===== src/hdl/eth_buffer_defs.svh =====
`ifndef ETH_BUFFER_DEFS_SVH
`define ETH_BUFFER_DEFS_SVH

////////////////////
// FIFO sizing
////////////////////

// Bytes held by each packet FIFO, must stay a power of two
`define ETH_FIFO_DEPTH 64

// Address bits for one FIFO, log2 of the depth
`define ETH_FIFO_AW 6

////////////////////
// PHY timing
////////////////////

// Enable-low cycles after each frame, twelve byte times at two cycles a byte
`define ETH_IPG_CYCLES 24

`endif


===== src/hdl/eth_phy_pkg.sv =====
`default_nettype none

// PHY side types, nibble bus and the serializer/deserializer FSM encodings
package eth_phy_pkg;

    ////////////////////
    // Nibble bus
    ////////////////////

    typedef struct packed {
        logic [3:0] data;   // Nibble, low half of a byte comes first
        logic       dv;     // Data valid, high for the whole frame
        logic       er;     // Receive error from the PHY
    } phy_nibble_t;

    ////////////////////
    // FSM states
    ////////////////////

    // Serializer, LOW and HIGH are the nibble currently on o_txd
    typedef enum logic [1:0] {
        TX_IDLE, TX_LOW, TX_HIGH, TX_GAP
    } tx_state_t;

    // Deserializer, LOW and HIGH are the nibble expected next
    typedef enum logic [1:0] {
        RX_IDLE, RX_LOW, RX_HIGH, RX_FLUSH
    } rx_state_t;

endpackage : eth_phy_pkg

`default_nettype wire


===== src/hdl/eth_stream_pkg.sv =====
`default_nettype none

// Host side byte stream types, shared by both FIFOs and the PHY adapters
package eth_stream_pkg;

    ////////////////////
    // Byte beat
    ////////////////////

    // One byte of a packet plus its end marker
    typedef struct packed {
        logic [7:0] data;   // Payload byte
        logic       last;   // Final byte of the packet
    } stream_beat_t;

endpackage : eth_stream_pkg

`default_nettype wire


===== src/hdl/eth_packet_buffer.sv =====
`timescale 1ns/1ps
`default_nettype none

// Packet buffer top, host byte streams on one side and the nibble PHY on the other
module eth_packet_buffer import eth_stream_pkg::*, eth_phy_pkg::*; (
    input  wire          clk_125,
    input  wire          i_reset_n,

    // Transmit host side, plain strobe without ready
    input  wire stream_beat_t i_tx_beat,
    input  wire          i_tx_valid,
    input  wire          i_tx_abort,
    output wire          o_tx_drop,

    // PHY
    output wire [3:0]    o_txd,
    output wire          o_tx_en,
    input  wire phy_nibble_t i_rx_nibble,

    // Receive host side, valid/ready
    output wire stream_beat_t o_rx_beat,
    output wire          o_rx_valid,
    input  wire          i_rx_ready,
    output wire          o_rx_drop
);

    ////////////////////
    // Receive path
    ////////////////////

    stream_beat_t rx_wr_beat;
    logic         rx_wr_valid;
    logic         rx_wr_abort;
    logic         rx_pop;

    assign rx_pop = o_rx_valid & i_rx_ready;   // Handshake completes a beat

    nibble_rx rx_deser_i (
        .clk_125   (clk_125),
        .i_reset_n (i_reset_n),
        .i_nibble  (i_rx_nibble),
        .o_beat    (rx_wr_beat),
        .o_valid   (rx_wr_valid),
        .o_abort   (rx_wr_abort)
    );

    packet_fifo rx_fifo_i (
        .clk_125    (clk_125),
        .i_reset_n  (i_reset_n),
        .i_wr_beat  (rx_wr_beat),
        .i_wr_valid (rx_wr_valid),
        .i_wr_abort (rx_wr_abort),
        .o_drop     (o_rx_drop),
        .o_rd_beat  (o_rx_beat),
        .o_rd_valid (o_rx_valid),
        .i_rd_pop   (rx_pop)
    );

    ////////////////////
    // Transmit path
    ////////////////////

    stream_beat_t tx_rd_beat;
    logic         tx_rd_valid;
    logic         tx_pop;

    packet_fifo tx_fifo_i (
        .clk_125    (clk_125),
        .i_reset_n  (i_reset_n),
        .i_wr_beat  (i_tx_beat),
        .i_wr_valid (i_tx_valid),
        .i_wr_abort (i_tx_abort),
        .o_drop     (o_tx_drop),
        .o_rd_beat  (tx_rd_beat),
        .o_rd_valid (tx_rd_valid),
        .i_rd_pop   (tx_pop)
    );

    nibble_tx tx_ser_i (
        .clk_125   (clk_125),
        .i_reset_n (i_reset_n),
        .i_beat    (tx_rd_beat),
        .i_valid   (tx_rd_valid),
        .o_pop     (tx_pop),
        .o_txd     (o_txd),
        .o_tx_en   (o_tx_en)
    );

endmodule : eth_packet_buffer

`default_nettype wire


===== src/hdl/nibble_rx.sv =====
`timescale 1ns/1ps
`default_nettype none

// Deserializer, PHY nibbles in, byte beats out with last and abort marking
module nibble_rx import eth_stream_pkg::*, eth_phy_pkg::*; (
    input  wire          clk_125,
    input  wire          i_reset_n,
    input  wire phy_nibble_t i_nibble,  // Sampled every cycle
    output stream_beat_t o_beat,
    output logic         o_valid,
    output logic         o_abort        // Set with the final beat of a bad frame
);

    rx_state_t  state;
    logic [3:0] low_nib;     // Low half waiting for its high nibble
    logic [7:0] pend_byte;   // Completed byte held back by one beat
    logic       pend_vld;    // pend_byte holds a byte of this frame

    ////////////////////
    // Frame FSM
    ////////////////////

    always_ff @(posedge clk_125) begin
        if (!i_reset_n) begin
            state    <= RX_IDLE;
            pend_vld <= 1'b0;
            o_valid  <= 1'b0;
            o_abort  <= 1'b0;
        end else begin
            o_valid <= 1'b0;
            o_abort <= 1'b0;
            case (state)
                RX_IDLE: if (i_nibble.dv) begin           // First low nibble
                    pend_vld <= 1'b0;
                    state    <= i_nibble.er ? RX_FLUSH : RX_HIGH;
                end
                RX_HIGH: if (!i_nibble.dv) begin          // Ended on an odd nibble
                    o_valid <= 1'b1;
                    o_abort <= 1'b1;
                    state   <= RX_IDLE;
                end else if (i_nibble.er) begin
                    state <= RX_FLUSH;
                end else begin
                    o_valid  <= pend_vld;                 // Previous byte goes out
                    pend_vld <= 1'b1;
                    state    <= RX_LOW;
                end
                RX_LOW: if (!i_nibble.dv) begin           // Clean end, flush with last
                    o_valid <= 1'b1;
                    state   <= RX_IDLE;
                end else begin
                    state <= i_nibble.er ? RX_FLUSH : RX_HIGH;
                end
                RX_FLUSH: if (!i_nibble.dv) begin         // Bad frame, tell FIFO to rewind
                    o_valid <= 1'b1;
                    o_abort <= 1'b1;
                    state   <= RX_IDLE;
                end
                default: state <= RX_IDLE;
            endcase
        end
    end

    ////////////////////
    // Byte assembly
    ////////////////////

    always_ff @(posedge clk_125) begin
        if (i_nibble.dv && (state == RX_IDLE || state == RX_LOW)) begin
            low_nib <= i_nibble.data;
        end
        if (i_nibble.dv && state == RX_HIGH) begin
            pend_byte <= {i_nibble.data, low_nib};
        end
        o_beat.data <= pend_byte;        // Old value, the new byte stays pending
        o_beat.last <= !i_nibble.dv;     // Only emitted on dv low at frame end
    end

endmodule : nibble_rx

`default_nettype wire


===== src/hdl/nibble_tx.sv =====
`timescale 1ns/1ps
`default_nettype none

`include "eth_buffer_defs.svh"

// Serializer that sends committed packets as nibbles and then holds an inter-frame gap
module nibble_tx import eth_stream_pkg::*, eth_phy_pkg::*; (
    input  wire          clk_125,
    input  wire          i_reset_n,
    input  wire stream_beat_t i_beat,   // Show-ahead FIFO head
    input  wire          i_valid,       // Complete packet available
    output logic         o_pop,         // Takes i_beat on this edge
    output logic [3:0]   o_txd,
    output logic         o_tx_en
);

    localparam int unsigned IPG = `ETH_IPG_CYCLES;
    localparam int          GW  = $clog2(IPG);

    tx_state_t    state;      // Nibble currently driven on o_txd
    stream_beat_t cur_beat;   // Byte being sent
    logic [GW-1:0] gap_cnt;
    logic         gap_done;   // Final gap cycle

    assign gap_done = (gap_cnt == GW'(IPG - 1));

    ////////////////////
    // Pop decision
    ////////////////////

    always_comb begin
        case (state)
            TX_IDLE: o_pop = i_valid;
            TX_HIGH: o_pop = i_valid && !cur_beat.last;   // Next byte follows without a gap
            TX_GAP:  o_pop = i_valid && gap_done;         // Start right as gap ends
            default: o_pop = 1'b0;
        endcase
    end

    always_ff @(posedge clk_125) begin
        if (o_pop) begin
            cur_beat <= i_beat;
        end
    end

    ////////////////////
    // Nibble FSM
    ////////////////////

    always_ff @(posedge clk_125) begin
        if (!i_reset_n) begin
            state   <= TX_IDLE;
            o_txd   <= '0;
            o_tx_en <= 1'b0;
            gap_cnt <= '0;
        end else if (o_pop) begin
            state   <= TX_LOW;
            o_txd   <= i_beat.data[3:0];    // Low nibble first
            o_tx_en <= 1'b1;
        end else begin
            case (state)
                TX_LOW: begin
                    state <= TX_HIGH;
                    o_txd <= cur_beat.data[7:4];
                end
                TX_HIGH: begin
                    o_tx_en <= 1'b0;
                    o_txd   <= '0;
                    gap_cnt <= '0;
                    state   <= TX_GAP;      // Only a last byte gets here without a pop
                end
                TX_GAP: begin
                    if (gap_done) state <= TX_IDLE;
                    else gap_cnt <= gap_cnt + 1'b1;
                end
                default: state <= TX_IDLE;
            endcase
        end
    end

endmodule : nibble_tx

`default_nettype wire


===== src/hdl/packet_fifo.sv =====
`timescale 1ns/1ps
`default_nettype none

`include "eth_buffer_defs.svh"

// Show-ahead byte FIFO that only exposes complete packets to the read side
module packet_fifo import eth_stream_pkg::*; (
    input  wire          clk_125,
    input  wire          i_reset_n,     // Synchronous, active low

    input  wire stream_beat_t i_wr_beat,
    input  wire          i_wr_valid,    // Write strobe, no back-pressure
    input  wire          i_wr_abort,    // Throw away the packet in progress
    output logic         o_drop,        // One pulse per discarded packet

    output stream_beat_t o_rd_beat,     // Head of the FIFO, valid while o_rd_valid
    output logic         o_rd_valid,    // At least one committed packet stored
    input  wire          i_rd_pop
);

    localparam int AW = `ETH_FIFO_AW;

    ////////////////////
    // Storage and pointers
    ////////////////////

    stream_beat_t mem [`ETH_FIFO_DEPTH];   // Packet bytes, no reset needed

    logic [AW:0] wr_ptr;    // Speculative write pointer, moves every stored byte
    logic [AW:0] cmt_ptr;   // End of the last committed packet
    logic [AW:0] rd_ptr;
    logic [AW:0] pkt_cnt;   // Committed packets not yet fully read
    logic        discard;   // Swallowing the rest of an overflowed packet

    logic [AW:0] used;      // Includes uncommitted bytes
    logic        full;
    logic        wr_ok;     // Byte really goes into memory
    logic        commit;
    logic        rd_fire;
    logic        rd_last;   // Last byte of a packet leaves

    assign used    = wr_ptr - rd_ptr;
    assign full    = used[AW];                 // Extra pointer bit set only at depth
    assign wr_ok   = i_wr_valid && !i_wr_abort && !discard && !full;
    assign commit  = wr_ok && i_wr_beat.last;
    assign rd_fire = i_rd_pop && o_rd_valid;
    assign rd_last = rd_fire && o_rd_beat.last;

    // Read side only sees data once a packet is committed
    assign o_rd_valid = (pkt_cnt != '0);
    assign o_rd_beat  = mem[rd_ptr[AW-1:0]];   // Asynchronous read gives show-ahead

    always_ff @(posedge clk_125) begin
        if (wr_ok) begin
            mem[wr_ptr[AW-1:0]] <= i_wr_beat;
        end
    end

    ////////////////////
    // Write side control
    ////////////////////

    always_ff @(posedge clk_125) begin
        if (!i_reset_n) begin
            wr_ptr  <= '0;
            cmt_ptr <= '0;
            rd_ptr  <= '0;
            pkt_cnt <= '0;
            discard <= 1'b0;
            o_drop  <= 1'b0;
        end else begin
            o_drop <= 1'b0;

            if (i_wr_valid) begin
                if (discard) begin
                    // Overflowed packet ends here
                    if (i_wr_beat.last || i_wr_abort) begin
                        discard <= 1'b0;
                        o_drop  <= 1'b1;
                    end
                end else if (i_wr_abort || full) begin
                    wr_ptr <= cmt_ptr;              // Rewind over the partial packet
                    if (i_wr_abort || i_wr_beat.last) begin
                        o_drop <= 1'b1;             // Packet ends on this beat
                    end else begin
                        discard <= 1'b1;            // Ignore bytes up to the last one
                    end
                end else begin
                    wr_ptr <= wr_ptr + 1'b1;
                    if (i_wr_beat.last) begin
                        cmt_ptr <= wr_ptr + 1'b1;   // Packet now visible to the reader
                    end
                end
            end

            if (rd_fire) begin
                rd_ptr <= rd_ptr + 1'b1;
            end

            // Commit and last-read together cancel out
            if (commit && !rd_last) begin
                pkt_cnt <= pkt_cnt + 1'b1;
            end else if (rd_last && !commit) begin
                pkt_cnt <= pkt_cnt - 1'b1;
            end
        end
    end

endmodule : packet_fifo

`default_nettype wire


===== config.mk =====
export PLATFORM = sky130hd
export DESIGN_NAME = eth_packet_buffer
export DESIGN_NICKNAME = d
export VERILOG_FILES = /design/src/hdl/eth_phy_pkg.sv /design/src/hdl/eth_stream_pkg.sv /design/src/hdl/eth_packet_buffer.sv /design/src/hdl/nibble_rx.sv /design/src/hdl/nibble_tx.sv /design/src/hdl/packet_fifo.sv
export VERILOG_INCLUDE_DIRS = /design/src /design/src/hdl
export SDC_FILE = /design/constraint.sdc
export NUM_CORES = 1
export LEC_CHECK = 0
export BUFFER_PORTS_ARGS = -buffer_cell sky130_fd_sc_hd__buf_2
export CAP_MARGIN = 0
export CORE_UTILIZATION = 45
export CTS_CLUSTER_SIZE = 16
export DETAILED_ROUTE_END_ITERATION = 16
export PLACE_DENSITY_LB_ADDON = 0.08
export SYNTH_ARGS = -nofsm -noshare
export SYNTH_HDL_FRONTEND = slang
export SYNTH_HIERARCHICAL = 1
export SYNTH_SLANG_ARGS = --single-unit

===== constraint.sdc =====
create_clock -name clk_125 -period 3.6 [get_ports clk_125]
set_input_delay 0.36 -clock clk_125 [delete_from_list [all_inputs] [get_ports clk_125]]
set_output_delay 0.36 -clock clk_125 [all_outputs]
set_load 0.1 [all_outputs]

==> metrics.txt, run 1 <==
status=finished, final reports clean; core area=111000 µm²; RSZ-0062 raised after global routing=yes; drc violations=0; Worst Setup Path Type=flip-flop to flip-flop; post-synthesis compound-gate area fraction=3.87%; Ys Warns=6; commonest non-fill, non-tap cell in the layout=edfxtp_1; final core occ=53.0%; Critical Path Fanout Max=7; CP peak stage delay=0.41 ns; vias=26500; initial core utilization=45.5%; Final Hold Fails=0; final weighted congestion in routability-driven placement=0.890; logic gate share of total power=13.1%; Synth Flop Type=edfxtp_1; Antenna Diode Count=0; clk sinks=1267; Via density=5.70; Final Setup Violations=0; final wirelength=125000 µm; CP max stage cell=o41ai_4; area delta synth->final=16.5%; CTS tree=yes; Worst Hold Class=primary input to flip-flop; Slew headroom=19.2%; Nets=3107; clock share of power=39.7%; CTS Root Cell=clkbuf_16; Cell variety after synth=77; IO Port Bufs=36; Leak Pwr=18.7 nW; first-pass GRT wire length=183000 µm; Max Buffers Root-to-Sink=3; Post-synth EDFFs=1169; clk_skew=0.0204 ns; initial antenna violation count=1; # rows=122; Max Cap Violations=0; Clock Pin Slew Worst Setup and Hold Paths=0.06 ns; switching power=8.40 mW; Die X=337 µm; fin crit share=99.4%; Yosys reg bits=1267; Inserted Clock Buffers=136; Post-Synth XOR/XNOR Area=0.520%; fin. max-slew vios=0; cell family with most CP delay=compound AO/OA/AOI/OAI gates; critical path buffer and inverter count=3; Max Freq=0.279 GHz; Cell Int Power=26.3 mW; cell area after placement=53900 µm²; iteration count of the initial detailed-routing pass=7; Worst Path Required=4.22 ns; Final Cell Area=58800 µm²; Worst Setup End Kind=flip-flop; pwr/cell area=591 nW/µm²; Clock Latency Late Sink=0.73 ns; cell chain of the critical path=buf_8 -> buf_6 -> mux4_2 -> mux2i_1 -> nand3_1 -> o21ai_4 -> o41ai_4 -> nand2_1 -> ha_4 -> buf_12 -> fa_2 -> nor2b_4 -> o21a_1 -> o21ai_2 -> a211oi_2 -> xnor2_1 -> and2_1; largest family of logic cells by synthesized area=multiplexers; share of cells above drive strength 1=26.6%; Final Critical Period=3.58 ns; Post-Synth Simple-Gate Area=5.54%; post-synthesis mux area share=13.8%; wire per inst=26.9 µm; startpoint types=flip-flop; pin count of the biggest net entering global routing=66; commonest non-fill, non-tap cells in the layout=1169 x edfxtp_1, 269 x buf_4, 241 x mux4_2; vias in the first global route=27400; cell count after synthesis=2729; Die Y=337 µm; post-synthesis sequential area ratio=73.4%; adder-cell share of the synthesized area=0.848%; total die area=114000 µm²; Mapped Area=50500 µm²; syn_area_per_cell=18.5 µm²; antenna viol nets, final=0; CTS H-tree depth=4; syn_nets=2782; All-Layer GR Usage=22.3%; register share of total power=47.2%; I/O pin count=37; sw frac=24.2%; CP arrival=4.20 ns; worst-margin pin slew=1.21 ns; First DRT Iteration DRCs=2229; Max VDD drop=0.380 mV; Async SR Flop Fraction=0%; grt total ovfl=0; DP HPWL=80400 µm
-- worst paths after layout --
check,startpoint,endpoint,cells past startpoint,slack (ns)
max reg2reg,flip-flop,rx_fifo_i/pkt_cnt[6]$_SDFFE_PN0P_,17,0.02
max,flip-flop,rx_fifo_i/pkt_cnt[6]$_SDFFE_PN0P_,17,0.02
min reg2reg,rx_deser_i/pend_byte[5]$_DFFE_PP_,rx_deser_i/o_beat[6]$_DFF_P_,0,0.34
min,i_tx_abort,tx_fifo_i/discard$_SDFFE_PN0P_,4,0.07
-- per-stage QoR --
stage | std cells | setup slack (ns) | total power [mW] | hold slack (ns) | setup TNS (ns)
global route | 4645 | -0.0993 | 35.9 | 0.0455 | -0.253
floorplan | 2729 | -0.500 | 20.0 | 0.323 | -1.53
finish | 4645 | 0.0216 | 34.7 | 0.0652 | 0
CTS | 4638 | -0.0558 | 35.0 | 0.00920 | -0.107
global placement | 4381 | -0.00340 | 21.1 | 0.324 | -0.00340
detailed placement | 4381 | -0.0508 | 21.1 | 0.327 | -0.0813
-- worst min-delay path, cell delays in order --
cell and delay, ns:
buf_2 0.12, o21ai_0 0.13, nand2_1 0.09, nor2_1 0.04
-- flip-flops by register name (all words and copies together), names as in the netlist, 2 cells and up, named ones only --
name                  count
tx_fifo_i/pkt_cnt         7
tx_ser_i/o_txd            4
rx_fifo_i/pkt_cnt         7
tx_fifo_i/wr_ptr          7
tx_fifo_i/rd_ptr          7
rx_fifo_i/mem           576
rx_deser_i/low_nib        4
rx_fifo_i/cmt_ptr         7
tx_ser_i/state            2
rx_fifo_i/wr_ptr          7
rx_deser_i/pend_byte      8
tx_ser_i/gap_cnt          5
tx_ser_i/cur_beat         5
rx_deser_i/o_beat         9
tx_fifo_i/cmt_ptr         7
tx_fifo_i/mem           576
rx_deser_i/state          2
rx_fifo_i/rd_ptr          7
-- power by group through the flow --
| stage | combinational [mW] | sequential [mW] | clock [mW] |
|---|---|---|---|
| after floorplan | 3.17 | 16.8 | 0 |
| after global placement | 4.37 | 16.7 | 0 |
| after detailed placement | 4.43 | 16.7 | 0 |
| after CTS | 4.54 | 16.4 | 14.1 |
| after global routing | 4.89 | 16.4 | 14.6 |
| final | 4.55 | 16.4 | 13.8 |
-- synthesized netlist by cell type, types with 8 or more instances --
cell type	number	area [µm²]
a21oi_1	55	275
nand2_1	103	387
and2_1	14	87.6
buf_1	8	30.0
a211oi_1	17	128
clkbuf_1	39	146
mux4_2	237	5340
buf_2	54	270
nand4_1	29	181
dfxtp_1	98	1960
ha_1	31	388
nand2b_1	22	138
nand3_1	62	310
nand3b_1	9	67.6
mux2_2	10	113
edfxtp_1	1169	35100
o21ai_0	43	215
a22oi_1	48	360
o221ai_1	8	70.1
nor3_1	12	60.1
xnor2_1	20	175
buf_6	19	214
mux4_1	23	604
mux2i_1	89	891
o22ai_1	27	169
a31oi_1	13	81.3
nor2b_1	44	275
inv_1	28	105
nor2_1	224	841
xor2_1	10	87.6
or3_1	9	56.3
o21a_1	9	67.6
buf_4	18	135
-- area by class of cell --
cell class,count,area (µm²)
clock buffer,174,3670
clock inverter,67,722
fill,8761,52200
inverter,31,119
multi-input combinational,1288,12600
sequential,1267,37100
tap,1488,1860
timing repair buffer,330,2710
-- kinds of logic (layout without fill, tap and decap cells) --
family | Yosys count | after routing
and+or+nand+nor | 576 | 576
xor gates and xnor gates | 30 | 30
DFF | 1267 | 1267
AOI/OAI and AO/OA | 288 | 288
adders and majority gates | 33 | 33
buffers and inverters | 174 | 602
muxes | 361 | 361
-- per-layer routing --
layer | global-route usage [%] | wire, µm | part of all wire (%)
met5 | 0 | 0 | 0
met4 | 8.22 | 3930 | 3.2
met3 | 3.27 | 5400 | 4.3
met2 | 38.8 | 64500 | 52
met1 | 28.4 | 50900 | 41
-- timing repair --
item / CTS / global route
endpoints found under the hold margin: 16 / 0
pin swaps: 2 / 14
buffers inserted: 6 / 6
cloned: 2 / 2
gates resized for setup: 37 / 33
hold buffers: 8 / 0
setup endpoints to repair: 10 / 16
Note: power is estimated with default switching activity, not from simulation.
==> run 2: changes to the inputs <==
Settings changed: RECOVER_POWER set to 50.
==> run 2 against run 1 <==
The run now ends with max-capacitance violations, max-slew violations left; sequential cell count did not move; combinational power about the same; fmax about the same; critical path type unchanged; largest cell class unchanged.
==> metrics.txt, run 2 (synthesis results as in run 1) <==
status=finished with violations; failing checks=max-capacitance violations, max-slew violations; Place WS=-0.0508 ns; Final Hold Fails=0; dpl cells=4381; iteration count of the initial detailed-routing pass=6; fin crit share=99.4%; # rows=122; grt total ovfl=0; hold slack=0.0684 ns; Via density=5.69; Die X=337 µm; Worst Path Required=4.22 ns; clk_skew=0.0209 ns; Nets=3107; CP arrival=4.20 ns; drc violations=0; pin count of the biggest net entering global routing=66; CTS Root Cell=clkbuf_16; first-pass GRT wire length=183000 µm; antenna viol nets, final=0; Worst Setup Path Type=flip-flop to flip-flop; final wirelength=125000 µm; Critical Path Fanout Max=7; total die area=114000 µm²; Antenna Diode Count=0; Inserted Clock Buffers=136; Die Y=337 µm; IO Port Bufs=36; All-Layer GR Usage=22.3%; reg-to-reg setup timing slack=0.02 ns; RSZ-0062 raised after global routing=yes; Clock Latency Late Sink=0.73 ns; DP HPWL=80400 µm; Final Critical Period=3.58 ns; final weighted congestion in routability-driven placement=0.890; pwr/cell area=591 nW/µm²; CTS tree=yes; initial core utilization=45.5%; vias=26400; vias in the first global route=27400; Clock Pin Slew Worst Setup and Hold Paths=0.06 ns; clk sinks=1267; Worst Hold Class=primary input to flip-flop; fin. max-slew vios=794; PnR worst setup slack=0.0211 ns; worst-margin pin slew=2.91 ns; wire per inst=26.9 µm; Finished Layout Cells=4645; I/O pin count=37; Final Setup Violations=0; Max Cap Violations=18; commonest non-fill, non-tap cell in the layout=edfxtp_1; area delta synth->final=16.3%; commonest non-fill, non-tap cells in the layout=1169 x edfxtp_1, 249 x buf_4, 241 x mux4_2; Leak Pwr=18.6 nW; core area=111000 µm²; Worst Setup End Kind=flip-flop; share of cells above drive strength 1=25.0%; Tot Pwr=34.7 mW; CTS H-tree depth=4; First DRT Iteration DRCs=2144; startpoint types=flip-flop; initial antenna violation count=1; final core occ=52.9%; Max Freq=0.279 GHz; Max VDD drop=0.378 mV; Max Buffers Root-to-Sink=3; Slew headroom=-94.0%
==> run 2: changes by cell type in the layout (fill, tap and decap cells not counted) <==
| cell | delta |
|---|---|
| buf_4 | -20 |
| clkbuf_1 | +41 |
| dfxtp_1 | +9 |
| buf_2 | -21 |
| dfxtp_2 | -9 |
==> run 2: final timing paths <==
| kind | start | endpoint | cells after the start |
|---|---|---|---|
| worst max register to register | flip-flop | rx_fifo_i/pkt_cnt[6]$_SDFFE_PN0P_ | 17 |
| worst min-delay path | i_tx_abort | tx_fifo_i/discard$_SDFFE_PN0P_ | 4 |
| worst max-delay path | flip-flop | rx_fifo_i/pkt_cnt[6]$_SDFFE_PN0P_ | 17 |
| worst min register to register | rx_deser_i/pend_byte[5]$_DFFE_PP_ | rx_deser_i/o_beat[6]$_DFF_P_ | 0 |
==> run 2: through the flow <==
stage	area, µm²	setup TNS (ns)
6_report	58700	0
5_1_grt	58700	-0.254
4_1_cts	58600	-0.107
3_5_place_dp	53900	-0.0813
3_3_place_gp	53900	-0.00340
2_1_floorplan	50600	-1.53
==> run 2: layout make-up <==
class / instances / area, µm²
Clock inverter: 67 / 722
Tap cell: 1488 / 1860
Inverter: 31 / 119
Sequential cell: 1267 / 37100
Multi-Input combinational cell: 1288 / 12600
Fill cell: 8792 / 52300
Clock buffer: 174 / 3670
Timing Repair Buffer: 330 / 2610
==> run 2: worst max-delay path, cell delays in order (launching register included) <==
cell and delay, ns:
dfxtp_4 0.40, buf_8 0.16, buf_6 0.12, mux4_2 0.32, mux2i_1 0.08, nand3_1 0.14, o21ai_4 0.08, o41ai_4 0.41
nand2_1 0.17, ha_4 0.22, buf_12 0.12, fa_2 0.38, nor2b_4 0.13, o21a_1 0.18, o21ai_2 0.09, a211oi_2 0.23
xnor2_1 0.09, and2_1 0.15
==> run 2: repair_timing <==
| item | in CTS | in global routing |
|---|---|---|
| hold buffers | 8 | 0 |
| cloned | 2 | 2 |
| buffers inserted | 6 | 6 |
| endpoints found under the hold margin | 16 | 0 |
| resized for setup | 37 | 33 |
| pin swaps | 2 | 14 |
| endpoints found under the setup margin | 10 | 16 |
==> run 2: metal layers <==
metal | track usage, % | vias to the layer above | part of all wire (%)
li1 | - | 11700 | -
met1 | 28.4 | 13800 | 41
met2 | 38.8 | 736 | 52
met3 | 3.27 | 194 | 4.3
met4 | 8.22 | 0 | 3.2
met5 | 0 | - | 0
==> run 2: power by group <==
| group | switching, mW | internal, mW | total, mW | leakage [nW] |
|---|---|---|---|---|
| logic | 2.60 | 1.92 | 4.52 | 5.17 |
| registers | 0.175 | 16.2 | 16.4 | 11.3 |
| clock network | 5.62 | 8.16 | 13.8 | 2.13 |
